## src/piano_pkg.sv

```systemverilog
package piano_pkg;

  localparam int num_voices = 8;
  localparam int div_width = 17;  // wide enough for the lowest note

  // half-period counts at 50 MHz, the tone flips once per wrap
  localparam int unsigned half_period [num_voices] = '{
    95566,  // c   261.6 Hz
    85121,  // d   293.7 Hz
    75850,  // e   329.6 Hz
    71592,  // f   349.2 Hz
    63776,  // g   392.0 Hz
    56818,  // a   440.0 Hz
    50618,  // b   493.9 Hz
    47774   // c2  523.3 Hz
  };

  // cycles of steady disagreement before a conditioned level moves
  localparam int debounce_wait = 3;
  localparam int debounce_width = $clog2(debounce_wait + 1);

  // one bit per key, c sits at bit 0
  typedef struct packed {
    logic c2;
    logic b;
    logic a;
    logic g;
    logic f;
    logic e;
    logic d;
    logic c;
  } note_set_t;

  typedef enum logic {
    mode_pure  = 1'b0,
    mode_noise = 1'b1
  } voice_mode_t;

endpackage

```

## src/noise_pkg.sv

```systemverilog
package noise_pkg;

  localparam int lfsr_width = 8;

  typedef logic [lfsr_width-1:0] lfsr_state_t;

  // galois tap masks, a set bit i means the feedback is xored into bit i
  // bit 0 always takes the feedback directly, so it stays clear here
  localparam lfsr_state_t lfsr_taps [piano_pkg::num_voices] = '{
    8'h1c,  // c   taps 2 3 4
    8'h54,  // d   taps 2 4 6
    8'h84,  // e   taps 2 7
    8'h0a,  // f   taps 1 3
    8'h14,  // g   taps 2 4
    8'h44,  // a   taps 2 6
    8'h1c,  // b   taps 2 3 4
    8'h86   // c2  taps 1 2 7
  };

  // start values, all nonzero
  localparam lfsr_state_t lfsr_seed [piano_pkg::num_voices] = '{
    8'hff,
    8'hdf,
    8'h55,
    8'hef,
    8'hf8,
    8'h66,
    8'hff,
    8'haa
  };

endpackage

```

## src/control_panel.sv

```systemverilog
`timescale 1ns/1ps

module control_panel (
  input  logic                   clk,
  input  logic                   rst,
  input  logic                   btn,
  input  piano_pkg::note_set_t   sw,
  output piano_pkg::note_set_t   keys,
  output piano_pkg::voice_mode_t mode
);

  logic [piano_pkg::num_voices-1:0] sw_bits;
  logic [piano_pkg::num_voices-1:0] key_bits;
  logic btn_rise;

  assign sw_bits = sw;
  assign keys    = piano_pkg::note_set_t'(key_bits);

  // only the press strobe of the button matters
  input_conditioner i_btn_cond (
    .clk         (clk),
    .rst         (rst),
    .noisy       (btn),
    .conditioned (),
    .rise        (btn_rise)
  );

  generate
    for (genvar i = 0; i < piano_pkg::num_voices; i++) begin : g_sw
      input_conditioner i_sw_cond (
        .clk         (clk),
        .rst         (rst),
        .noisy       (sw_bits[i]),
        .conditioned (key_bits[i]),  // keys are plain levels
        .rise        ()
      );
    end
  endgenerate

  // each press swaps between pure tone and noise
  always_ff @(posedge clk) begin
    if (rst) begin
      mode <= piano_pkg::mode_pure;
    end else if (btn_rise) begin
      mode <= (mode == piano_pkg::mode_pure) ? piano_pkg::mode_noise
                                             : piano_pkg::mode_pure;
    end
  end

endmodule

```

## src/input_conditioner.sv

```systemverilog
`timescale 1ns/1ps

module input_conditioner (
  input  logic clk,
  input  logic rst,
  input  logic noisy,
  output logic conditioned,
  output logic rise
);

  logic sync0;
  logic sync1;
  logic [piano_pkg::debounce_width-1:0] counter;
  logic settled;

  // disagreement has lasted long enough
  assign settled = (int'(counter) == piano_pkg::debounce_wait);

  always_ff @(posedge clk) begin
    if (rst) begin
      sync0       <= 1'b0;
      sync1       <= 1'b0;
      counter     <= '0;
      conditioned <= 1'b0;
      rise        <= 1'b0;
    end else begin
      sync0 <= noisy;
      sync1 <= sync0;
      rise  <= 1'b0;
      if (sync1 == conditioned) begin
        counter <= '0;  // agreement restarts the wait
      end else if (settled) begin
        counter     <= '0;
        conditioned <= sync1;
        rise        <= sync1;  // new level 1 means a 0->1 change
      end else begin
        counter <= counter + 1'b1;
      end
    end
  end

  rise_single: assert property (@(posedge clk) disable iff (rst)
    rise |=> !rise);

  // the level may only move at the end of a full debounce window
  level_waits: assert property (@(posedge clk) disable iff (rst)
    $changed(conditioned) |-> $past(settled));

endmodule

```

## src/noise_lfsr.sv

```systemverilog
`timescale 1ns/1ps

module noise_lfsr #(
  parameter noise_pkg::lfsr_state_t taps = 8'h1c,
  parameter noise_pkg::lfsr_state_t seed = 8'hff
) (
  input  logic                   clk,
  input  logic                   rst,
  input  logic                   step,
  output noise_pkg::lfsr_state_t state
);

  localparam int w = noise_pkg::lfsr_width;

  logic feedback;

  assign feedback = state[w-1];  // bit shifted out at the top

  // galois step: shift left, feedback into bit 0 and the tap positions
  always_ff @(posedge clk) begin
    if (rst) begin
      state <= seed;
    end else if (step) begin
      state <= {state[w-2:0] ^ (taps[w-1:1] & {(w-1){feedback}}), feedback};
    end
  end

  // a zero state would lock up and silence the noise
  never_zero: assert property (@(posedge clk) disable iff (rst)
    state != '0);

endmodule

```

## src/piano_top.sv

```systemverilog
`timescale 1ns/1ps

module piano_top (
  input  logic                 clk,
  input  logic                 rst,
  input  logic                 btn,    // raw push button
  input  piano_pkg::note_set_t sw,     // raw slide switches
  output piano_pkg::note_set_t notes
);

  piano_pkg::note_set_t   keys;
  piano_pkg::voice_mode_t mode;

  // debounced keys and the pure/noise mode
  control_panel i_control_panel (
    .clk  (clk),
    .rst  (rst),
    .btn  (btn),
    .sw   (sw),
    .keys (keys),
    .mode (mode)
  );

  voice_bank i_voice_bank (
    .clk   (clk),
    .rst   (rst),
    .keys  (keys),
    .mode  (mode),
    .notes (notes)
  );

endmodule

```

## src/tone_divider.sv

```systemverilog
`timescale 1ns/1ps

module tone_divider #(
  parameter int unsigned limit = 95566
) (
  input  logic clk,
  input  logic rst,
  input  logic key,
  output logic tone,
  output logic toggle
);

  localparam logic [piano_pkg::div_width-1:0] wrap_at = limit[piano_pkg::div_width-1:0];

  logic [piano_pkg::div_width-1:0] counter;

  // high in the cycle whose clock edge flips the tone
  assign toggle = key && (counter == wrap_at);

  always_ff @(posedge clk) begin
    if (rst || !key) begin
      counter <= '0;  // released key restarts the phase
      tone    <= 1'b0;
    end else if (toggle) begin
      counter <= '0;
      tone    <= ~tone;
    end else begin
      counter <= counter + 1'b1;
    end
  end

  count_in_range: assert property (@(posedge clk) disable iff (rst)
    counter <= wrap_at);

endmodule

```

## src/voice_bank.sv

```systemverilog
`timescale 1ns/1ps

module voice_bank (
  input  logic                   clk,
  input  logic                   rst,
  input  piano_pkg::note_set_t   keys,
  input  piano_pkg::voice_mode_t mode,
  output piano_pkg::note_set_t   notes
);

  localparam int nv = piano_pkg::num_voices;

  logic [nv-1:0] key_bits;
  logic [nv-1:0] tone;
  logic [nv-1:0] toggle;
  logic [nv-1:0] mixed;
  noise_pkg::lfsr_state_t lfsr_state [nv];
  logic noise_on;

  assign key_bits = keys;
  assign noise_on = (mode == piano_pkg::mode_noise);

  generate
    for (genvar i = 0; i < nv; i++) begin : g_voice
      tone_divider #(
        .limit (piano_pkg::half_period[i])
      ) i_div (
        .clk    (clk),
        .rst    (rst),
        .key    (key_bits[i]),
        .tone   (tone[i]),
        .toggle (toggle[i])
      );

      // lfsr moves on the same edge as its tone
      noise_lfsr #(
        .taps (noise_pkg::lfsr_taps[i]),
        .seed (noise_pkg::lfsr_seed[i])
      ) i_lfsr (
        .clk   (clk),
        .rst   (rst),
        .step  (toggle[i]),
        .state (lfsr_state[i])
      );

      assign mixed[i] = key_bits[i] & (tone[i] ^ (noise_on & lfsr_state[i][0]));
    end
  endgenerate

  always_ff @(posedge clk) begin
    if (rst) begin
      notes <= '0;
    end else begin
      notes <= piano_pkg::note_set_t'(mixed);  // one cycle behind tone and lfsr
    end
  end

endmodule
```

## config.mk

```make
export PLATFORM = sky130hd
export DESIGN_NAME = piano_top
export DESIGN_NICKNAME = d
export VERILOG_FILES = /design/src/piano_pkg.sv /design/src/noise_pkg.sv /design/src/control_panel.sv /design/src/input_conditioner.sv /design/src/noise_lfsr.sv /design/src/piano_top.sv /design/src/tone_divider.sv /design/src/voice_bank.sv
export SDC_FILE = /design/constraint.sdc
export NUM_CORES = 1
export LEC_CHECK = 0
export ABC_AREA = 1
export BUFFER_PORTS_ARGS = -buffer_cell sky130_fd_sc_hd__buf_4
export CORE_MARGIN = 3
export CORE_UTILIZATION = 55
export DETAILED_ROUTE_END_ITERATION = 7
export PLACE_DENSITY = 0.71
export SKIP_CTS_REPAIR_TIMING = 1
export SLEW_MARGIN = 20
export SYNTH_ARGS = -nofsm -noshare
export SYNTH_HDL_FRONTEND = slang
export SYNTH_SLANG_ARGS = --single-unit
```

## constraint.sdc

```tcl
create_clock -name clk -period 1.8 [get_ports clk]
set_clock_uncertainty 0.05 [all_clocks]
set_input_delay 0 -clock clk [delete_from_list [all_inputs] [get_ports clk]]
set_output_delay 0 -clock clk [all_outputs]
set_load 0.005 [all_outputs]
```

## Word level (Yosys, flattened, before mapping)

Index checks and enable logic that the tools add are counted.

| operators by class | value |
|---|---|
| bitwise operators | 50 |
| eq/ne operators | 26 |
| add/subtract/negate cells | 17 |
| multiplexer cells | 1 |
| reduce and logical (&&, ||, !) cells | 51 |

Operators with widths:

| cell | number |
|---|---|
| 17-bit by 1-bit adder with 17-bit output (second input constant) | 8 |
| 17-bit by 16-bit == test with 1-bit output (second input constant) | 4 |
| 17-bit == test (second input constant) | 4 |
| 3-bit OR reduction | 10 |
| 7-bit by 4-bit bitwise XOR with 7-bit output | 3 |
| 2-bit by 1-bit adder with 2-bit output (second input constant) | 9 |
| 2-bit by 1-bit == test with 1-bit output (second input constant) | 9 |
| 1-bit NOT | 18 |
| 2-bit AND reduction | 9 |
| 1-bit bitwise AND | 16 |
| 2-bit OR reduction | 8 |
| 7-bit by 6-bit bitwise XOR with 7-bit output | 2 |
| 7-bit bitwise XOR | 2 |
| 1-bit == test | 9 |
| 1-bit logical AND | 8 |
| 1-bit zero test | 8 |
| 1-bit logical OR | 8 |
| 1-bit bitwise XOR | 8 |
| 7-bit by 3-bit bitwise XOR with 7-bit output | 1 |
| 1-bit 2-to-1 mux | 1 |

| storage, ports and cells | value |
|---|---|
| bits in registers | 263 |
| word-level logic and storage cells | 215 |
| output and inout port bits | 8 |
| input port bits | 11 |

## Longest topological paths before layout

| depth | value |
|---|---|
| word-level depth | 3 |
| gate-level depth with buffers | 10 |

## By module

From an unflattened synthesis, not the netlist that was laid out.

| unflattened totals | value |
|---|---|
| cells, all modules | 1780 |
| area, all modules | 12552.0 um^2 |

By module, submodules not included:

| module | cells an instance | area an instance (um^2) | instances |
|---|---|---|---|
| input_conditioner | 23 | 197.7 | 9 |
| tone_divider at i_voice_bank.g_voice[7].i_div | 146 | 1016.0 | 1 |
| tone_divider at i_voice_bank.g_voice[4].i_div | 154 | 1003.5 | 1 |
| tone_divider at i_voice_bank.g_voice[6].i_div | 144 | 991.0 | 1 |
| tone_divider at i_voice_bank.g_voice[2].i_div | 155 | 988.4 | 1 |
| tone_divider at i_voice_bank.g_voice[1].i_div | 144 | 963.4 | 1 |
| tone_divider at i_voice_bank.g_voice[0].i_div | 139 | 942.2 | 1 |
| tone_divider at i_voice_bank.g_voice[5].i_div | 141 | 930.9 | 1 |
| tone_divider at i_voice_bank.g_voice[3].i_div | 138 | 929.6 | 1 |
| noise_lfsr at i_voice_bank.g_voice[0].i_lfsr ... | 46 | 322.8 | 2 |
| voice_bank | 59 | 405.4 | 1 |
| noise_lfsr at i_voice_bank.g_voice[7].i_lfsr | 44 | 337.8 | 1 |
| noise_lfsr at i_voice_bank.g_voice[1].i_lfsr | 45 | 320.3 | 1 |
| noise_lfsr at i_voice_bank.g_voice[4].i_lfsr | 41 | 317.8 | 1 |
| +4 rows | -- | -- | -- |

## Worst setup path before layout

OpenSTA, ideal clock, no wires.

| path | value |
|---|---|
| kind | reg-to-reg |
| start point | register i_voice_bank.g_voice[4].i_div.counter[0] in the netlist's numbering |
| end point | register i_voice_bank.g_voice[4].i_div.counter[9] in the netlist's numbering |
| library setup time | 115 ps |
| arrival time | 1295 ps |
| cell stages (with the launch flop) | 11 |
| clock period less this slack | 1460 ps |
| path slack | 340 ps |
| cell sequence | dfxtp_1 inv_1 ha_1 inv_1 nor2_1 nand3_1 nor2_2 nand2_2 nand2_2 buf_4 nor2_1 |

| on the way | value |
|---|---|
| word-level cells in the longest chain between the ends | 3 |
| elaborated cells between the ends (all ways) | 4 |
| those cells by class | 1 x add/sub; 1 x eq/ne; 2 x reduce/logical |

RTL lines:

| what | RTL line | RTL |
|---|---|---|
| start, declared | tone_divider.sv:15 | `logic [piano_pkg::div_width-1:0] counter;` |
| start signal, assigned | tone_divider.sv:28 | `counter <= counter + 1'b1;` |
| branches (longest 3 deep; another with 17-bit by 1-bit adder with 17-bit output) | -- |  |

Several ways; the timed one is not identified.
A chain may end at the register's enable or synchronous reset.

## Final worst setup path

| path | value |
|---|---|
| start point | register i_voice_bank.g_voice[2].i_div.counter[0] in the netlist's numbering |
| end point | register i_voice_bank.g_voice[2].i_div.counter[16] in the netlist's numbering |

| on the way | value |
|---|---|
| word-level cells in the longest chain between the ends | 3 |
| elaborated cells between the ends (all ways) | 4 |
| those cells by class | 1 x add/sub; 1 x eq/ne; 2 x reduce/logical |

RTL lines:

| what | RTL line |
|---|---|
| start, declared | tone_divider.sv:15 |
| start signal, assigned | tone_divider.sv:28 |
| branches (longest 3 deep; another with 17-bit by 1-bit adder with 17-bit output) | -- |

Several ways; the timed one is not identified.

==> results.sh <==
export IMPL_outcome="finished clean"
export IMPL_required_ns=2.22
export IMPL_diodes=0
export IMPL_io_pins=19
export IMPL_num_rows=52
export IMPL_grt_start_max_net_pins=70
export IMPL_drcViolationCount=0
export IMPL_yosys_warnings=0
export IMPL_core_area_um2=20500
export IMPL_fmax_mhz=618
export IMPL_grt_pass1_vias=8684
export IMPL_yosys_area_share_xor_xnor_pct=4.53
export IMPL_power_density_nw_per_um2=904
export IMPL_gr_usage_all_layers_pct=18.9
export IMPL_muxShareOfSynthArea_pct=0
export IMPL_clk_path_buf_depth=3
export IMPL_cts_tree="yes"
export IMPL_drive_gt1_share_pct=8.03
export IMPL_synth_edf_count=0
export IMPL_drt_iter0_drc=480
export IMPL_synth_top_cell_area_share_pct=45.4
export IMPL_synthCells=1585
export IMPL_critPathKind="flop to flop"
export IMPL_power_leakage_nw=4.78
export IMPL_hold_ws_ns=0.153
export IMPL_yosys_area_share_simple_pct=33.6
export IMPL_worstPathMaxFanout=5
export IMPL_antenna_found_initial=0
export IMPL_drt_pass1_iter_count=5
export IMPL_synth_area_per_cell_um2=7.31
export IMPL_maxSlewViolCount=0
export IMPL_cts_sinks=263
export IMPL_syn_area_um2=11600
export IMPL_synth_common_cells="nand2_1, nor2_1, dfxtp_1"
export IMPL_ys_seq_elements=263
export IMPL_fp_dieH_um=151
export IMPL_start_util_pct=56.5
export IMPL_synth_distinct_cells=33
export IMPL_yosysTopAreaCell="dfxtp_1"
export IMPL_synth_top_family_by_area="simple AND/OR/NAND/NOR gates"
export IMPL_tns_ns=0
export IMPL_maxCapViolations=0
export IMPL_yosysSeqAreaShare_pct=45.4
export IMPL_synth_net_count=1621
export IMPL_period_share_pct=89.9
export IMPL_synthAdderAreaFrac_pct=2.70
export IMPL_grt_overflow_total=0
export IMPL_wire_per_inst_um=11.3
export IMPL_routabilityCongestion=0.856
export IMPL_setup_worst_path_end_class="flop"
export IMPL_wirelength_um=21800
export IMPL_clkTransAtPathRegs_ns=0.07
export IMPL_rsz0062_at_grt="no"
export IMPL_syn_to_final_growth_pct=13.4
export IMPL_drtAntennaViolNets=0
export IMPL_synth_flop_cell="dfxtp_1"
export IMPL_clk_latency_ns=0.54
export IMPL_tightest_slew_ns=0.417
export IMPL_htreeDepth=1
export IMPL_grt_pass1_wl_um=37300
export IMPL_synth_compound_area_share_pct=6.43
export IMPL_die_w_um=151
export IMPL_nNetsFinal=1670
export IMPL_vias=9653
export IMPL_finalHoldViolCount=0
export IMPL_hp_class="input port to flop"
export IMPL_async_flop_share_pct=0
export IMPL_arrival_ns=2.04
export IMPL_numPortBuffers=18
export IMPL_avgViaCountPerCell=5.01
export IMPL_critPathLaunchType="flop"
export IMPL_setup_viol=0
export IMPL_cts_buffers=28
export IMPL_cts_root_buf="clkbuf_16"
export IMPL_relSlewSlack_pct=72.0
export IMPL_dpl_hpwl_um=14900
export IMPL_min_period_ns=1.62
export IMPL_netlist_top_cells_area="dfxtp_1, nand2_1, nor2_1, nand3_1, inv_1"
export IMPL_yosysMostFrequentCell="nand2_1"
export IMPL_ir_worst_vdd_v=0.000699
export IMPL_die_area_um2=22800
==> sequential cells by signal, indices dropped and copies added, names as in the netlist <==
signal	flops
i_voice_bank.g_voice.i_div.counter	136
i_voice_bank.g_voice.i_lfsr.state	64
i_control_panel.g_sw.i_sw_cond.counter	16
i_control_panel.g_sw.i_sw_cond.conditioned	8
i_control_panel.g_sw.i_sw_cond.sync0	8
i_control_panel.g_sw.i_sw_cond.sync1	8
i_voice_bank.g_voice.i_div.tone	8
i_voice_bank.notes	8
i_control_panel.i_btn_cond.counter	2
i_control_panel.i_btn_cond.conditioned	1
i_control_panel.i_btn_cond.rise	1
i_control_panel.i_btn_cond.sync0	1
i_control_panel.i_btn_cond.sync1	1
i_control_panel.mode	1
==> layout by cell type, fill, tap and decap left out, types with 8 or more instances in the layout <==
cell and count:
a21oi_1 98, buf_4 34, clkbuf_16 28, dfxtp_1 263, dlygate4sd3_1 15, ha_1 25, inv_1 171, nand2_1 340
nand2_2 13, nand3_1 139, nand3b_1 8, nand4_1 41, nor2_1 272, nor2_2 13, nor3_1 34, o211ai_1 11
o21ai_0 33, xnor2_1 19, xor2_1 41
==> worst max-delay path: stages (launching register included) <==
cell and delay (ns):
dfxtp_1 0.37, ha_1 0.18, nand2_1 0.07, nor2_1 0.21, nand2_1 0.18, nor2_2 0.20, nand4_1 0.12, a21oi_1 0.16
==> cells by family (layout without fill, tap and decap cells) <==
kind of cell             Yosys count  after routing
AND/OR/NAND/NOR                  886            886
flip-flops                       263            263
buffers and inverters            208            279
AO/OA/AOI/OAI                    143            143
XOR/XNOR                          60             60
adder cells (fa/ha/maj)           25             25
==> layer usage <==
layer | track usage (%) | vias up | part of all wire, %
li1 | - | 5162 | -
met1 | 25.4 | 4347 | 49
met2 | 32.4 | 111 | 46
met3 | 2.48 | 33 | 2.5
met4 | 4.76 | 0 | 2.3
met5 | 0 | - | 0
==> path summary, 6_finish.rpt <==
kind | start | end | slack [ns] | depth (start not counted)
min | sw[1] | i_control_panel.g_sw[1].i_sw_cond.sync0$_SDFF_PP0_ | 0.15 | 4
max reg2reg | i_voice_bank.g_voice[2].i_div.counter[0]$_SDFF_PP0_ | i_voice_bank.g_voice[2].i_div.counter[16]$_SDFF_PP0_ | 0.18 | 7
min reg2reg | i_control_panel.g_sw[5].i_sw_cond.sync0$_SDFF_PP0_ | i_control_panel.g_sw[5].i_sw_cond.sync1$_SDFF_PP0_ | 0.35 | 2
max | i_voice_bank.g_voice[2].i_div.counter[0]$_SDFF_PP0_ | i_voice_bank.g_voice[2].i_div.counter[16]$_SDFF_PP0_ | 0.18 | 7
==> area by class of cell <==
cell class | count | area [um2]
Clock buffer | 39 | 782
Clock inverter | 13 | 178
Fill cell | 1816 | 7360
Inverter | 177 | 664
Multi-Input combinational cell | 1114 | 5490
Sequential cell | 263 | 5270
Tap cell | 270 | 338
Timing Repair Buffer | 50 | 425
==> power by group <==
group          internal (W)  leakage (nW)  switching, W
clock network       0.00351         0.470       0.00238
logic             0.0000583          2.19     0.0000735
registers           0.00584          2.12     0.0000119
total               0.00941          4.78       0.00247
==> through the flow <==
stage	area [um2]	power, W	worst slack [ns]	util [%]	instances
global route	13100	0.0122	0.00234	64.1	1926
floorplan	11600	0.00605	0.340	-	1585
finish	13100	0.0119	0.181	64.1	1926
CTS	13000	0.0120	0.142	63.3	1911
global placement	12000	0.00609	0.220	58.6	1859
detailed placement	12000	0.00609	0.155	58.6	1859
Power figures use the tool's default switching activity.
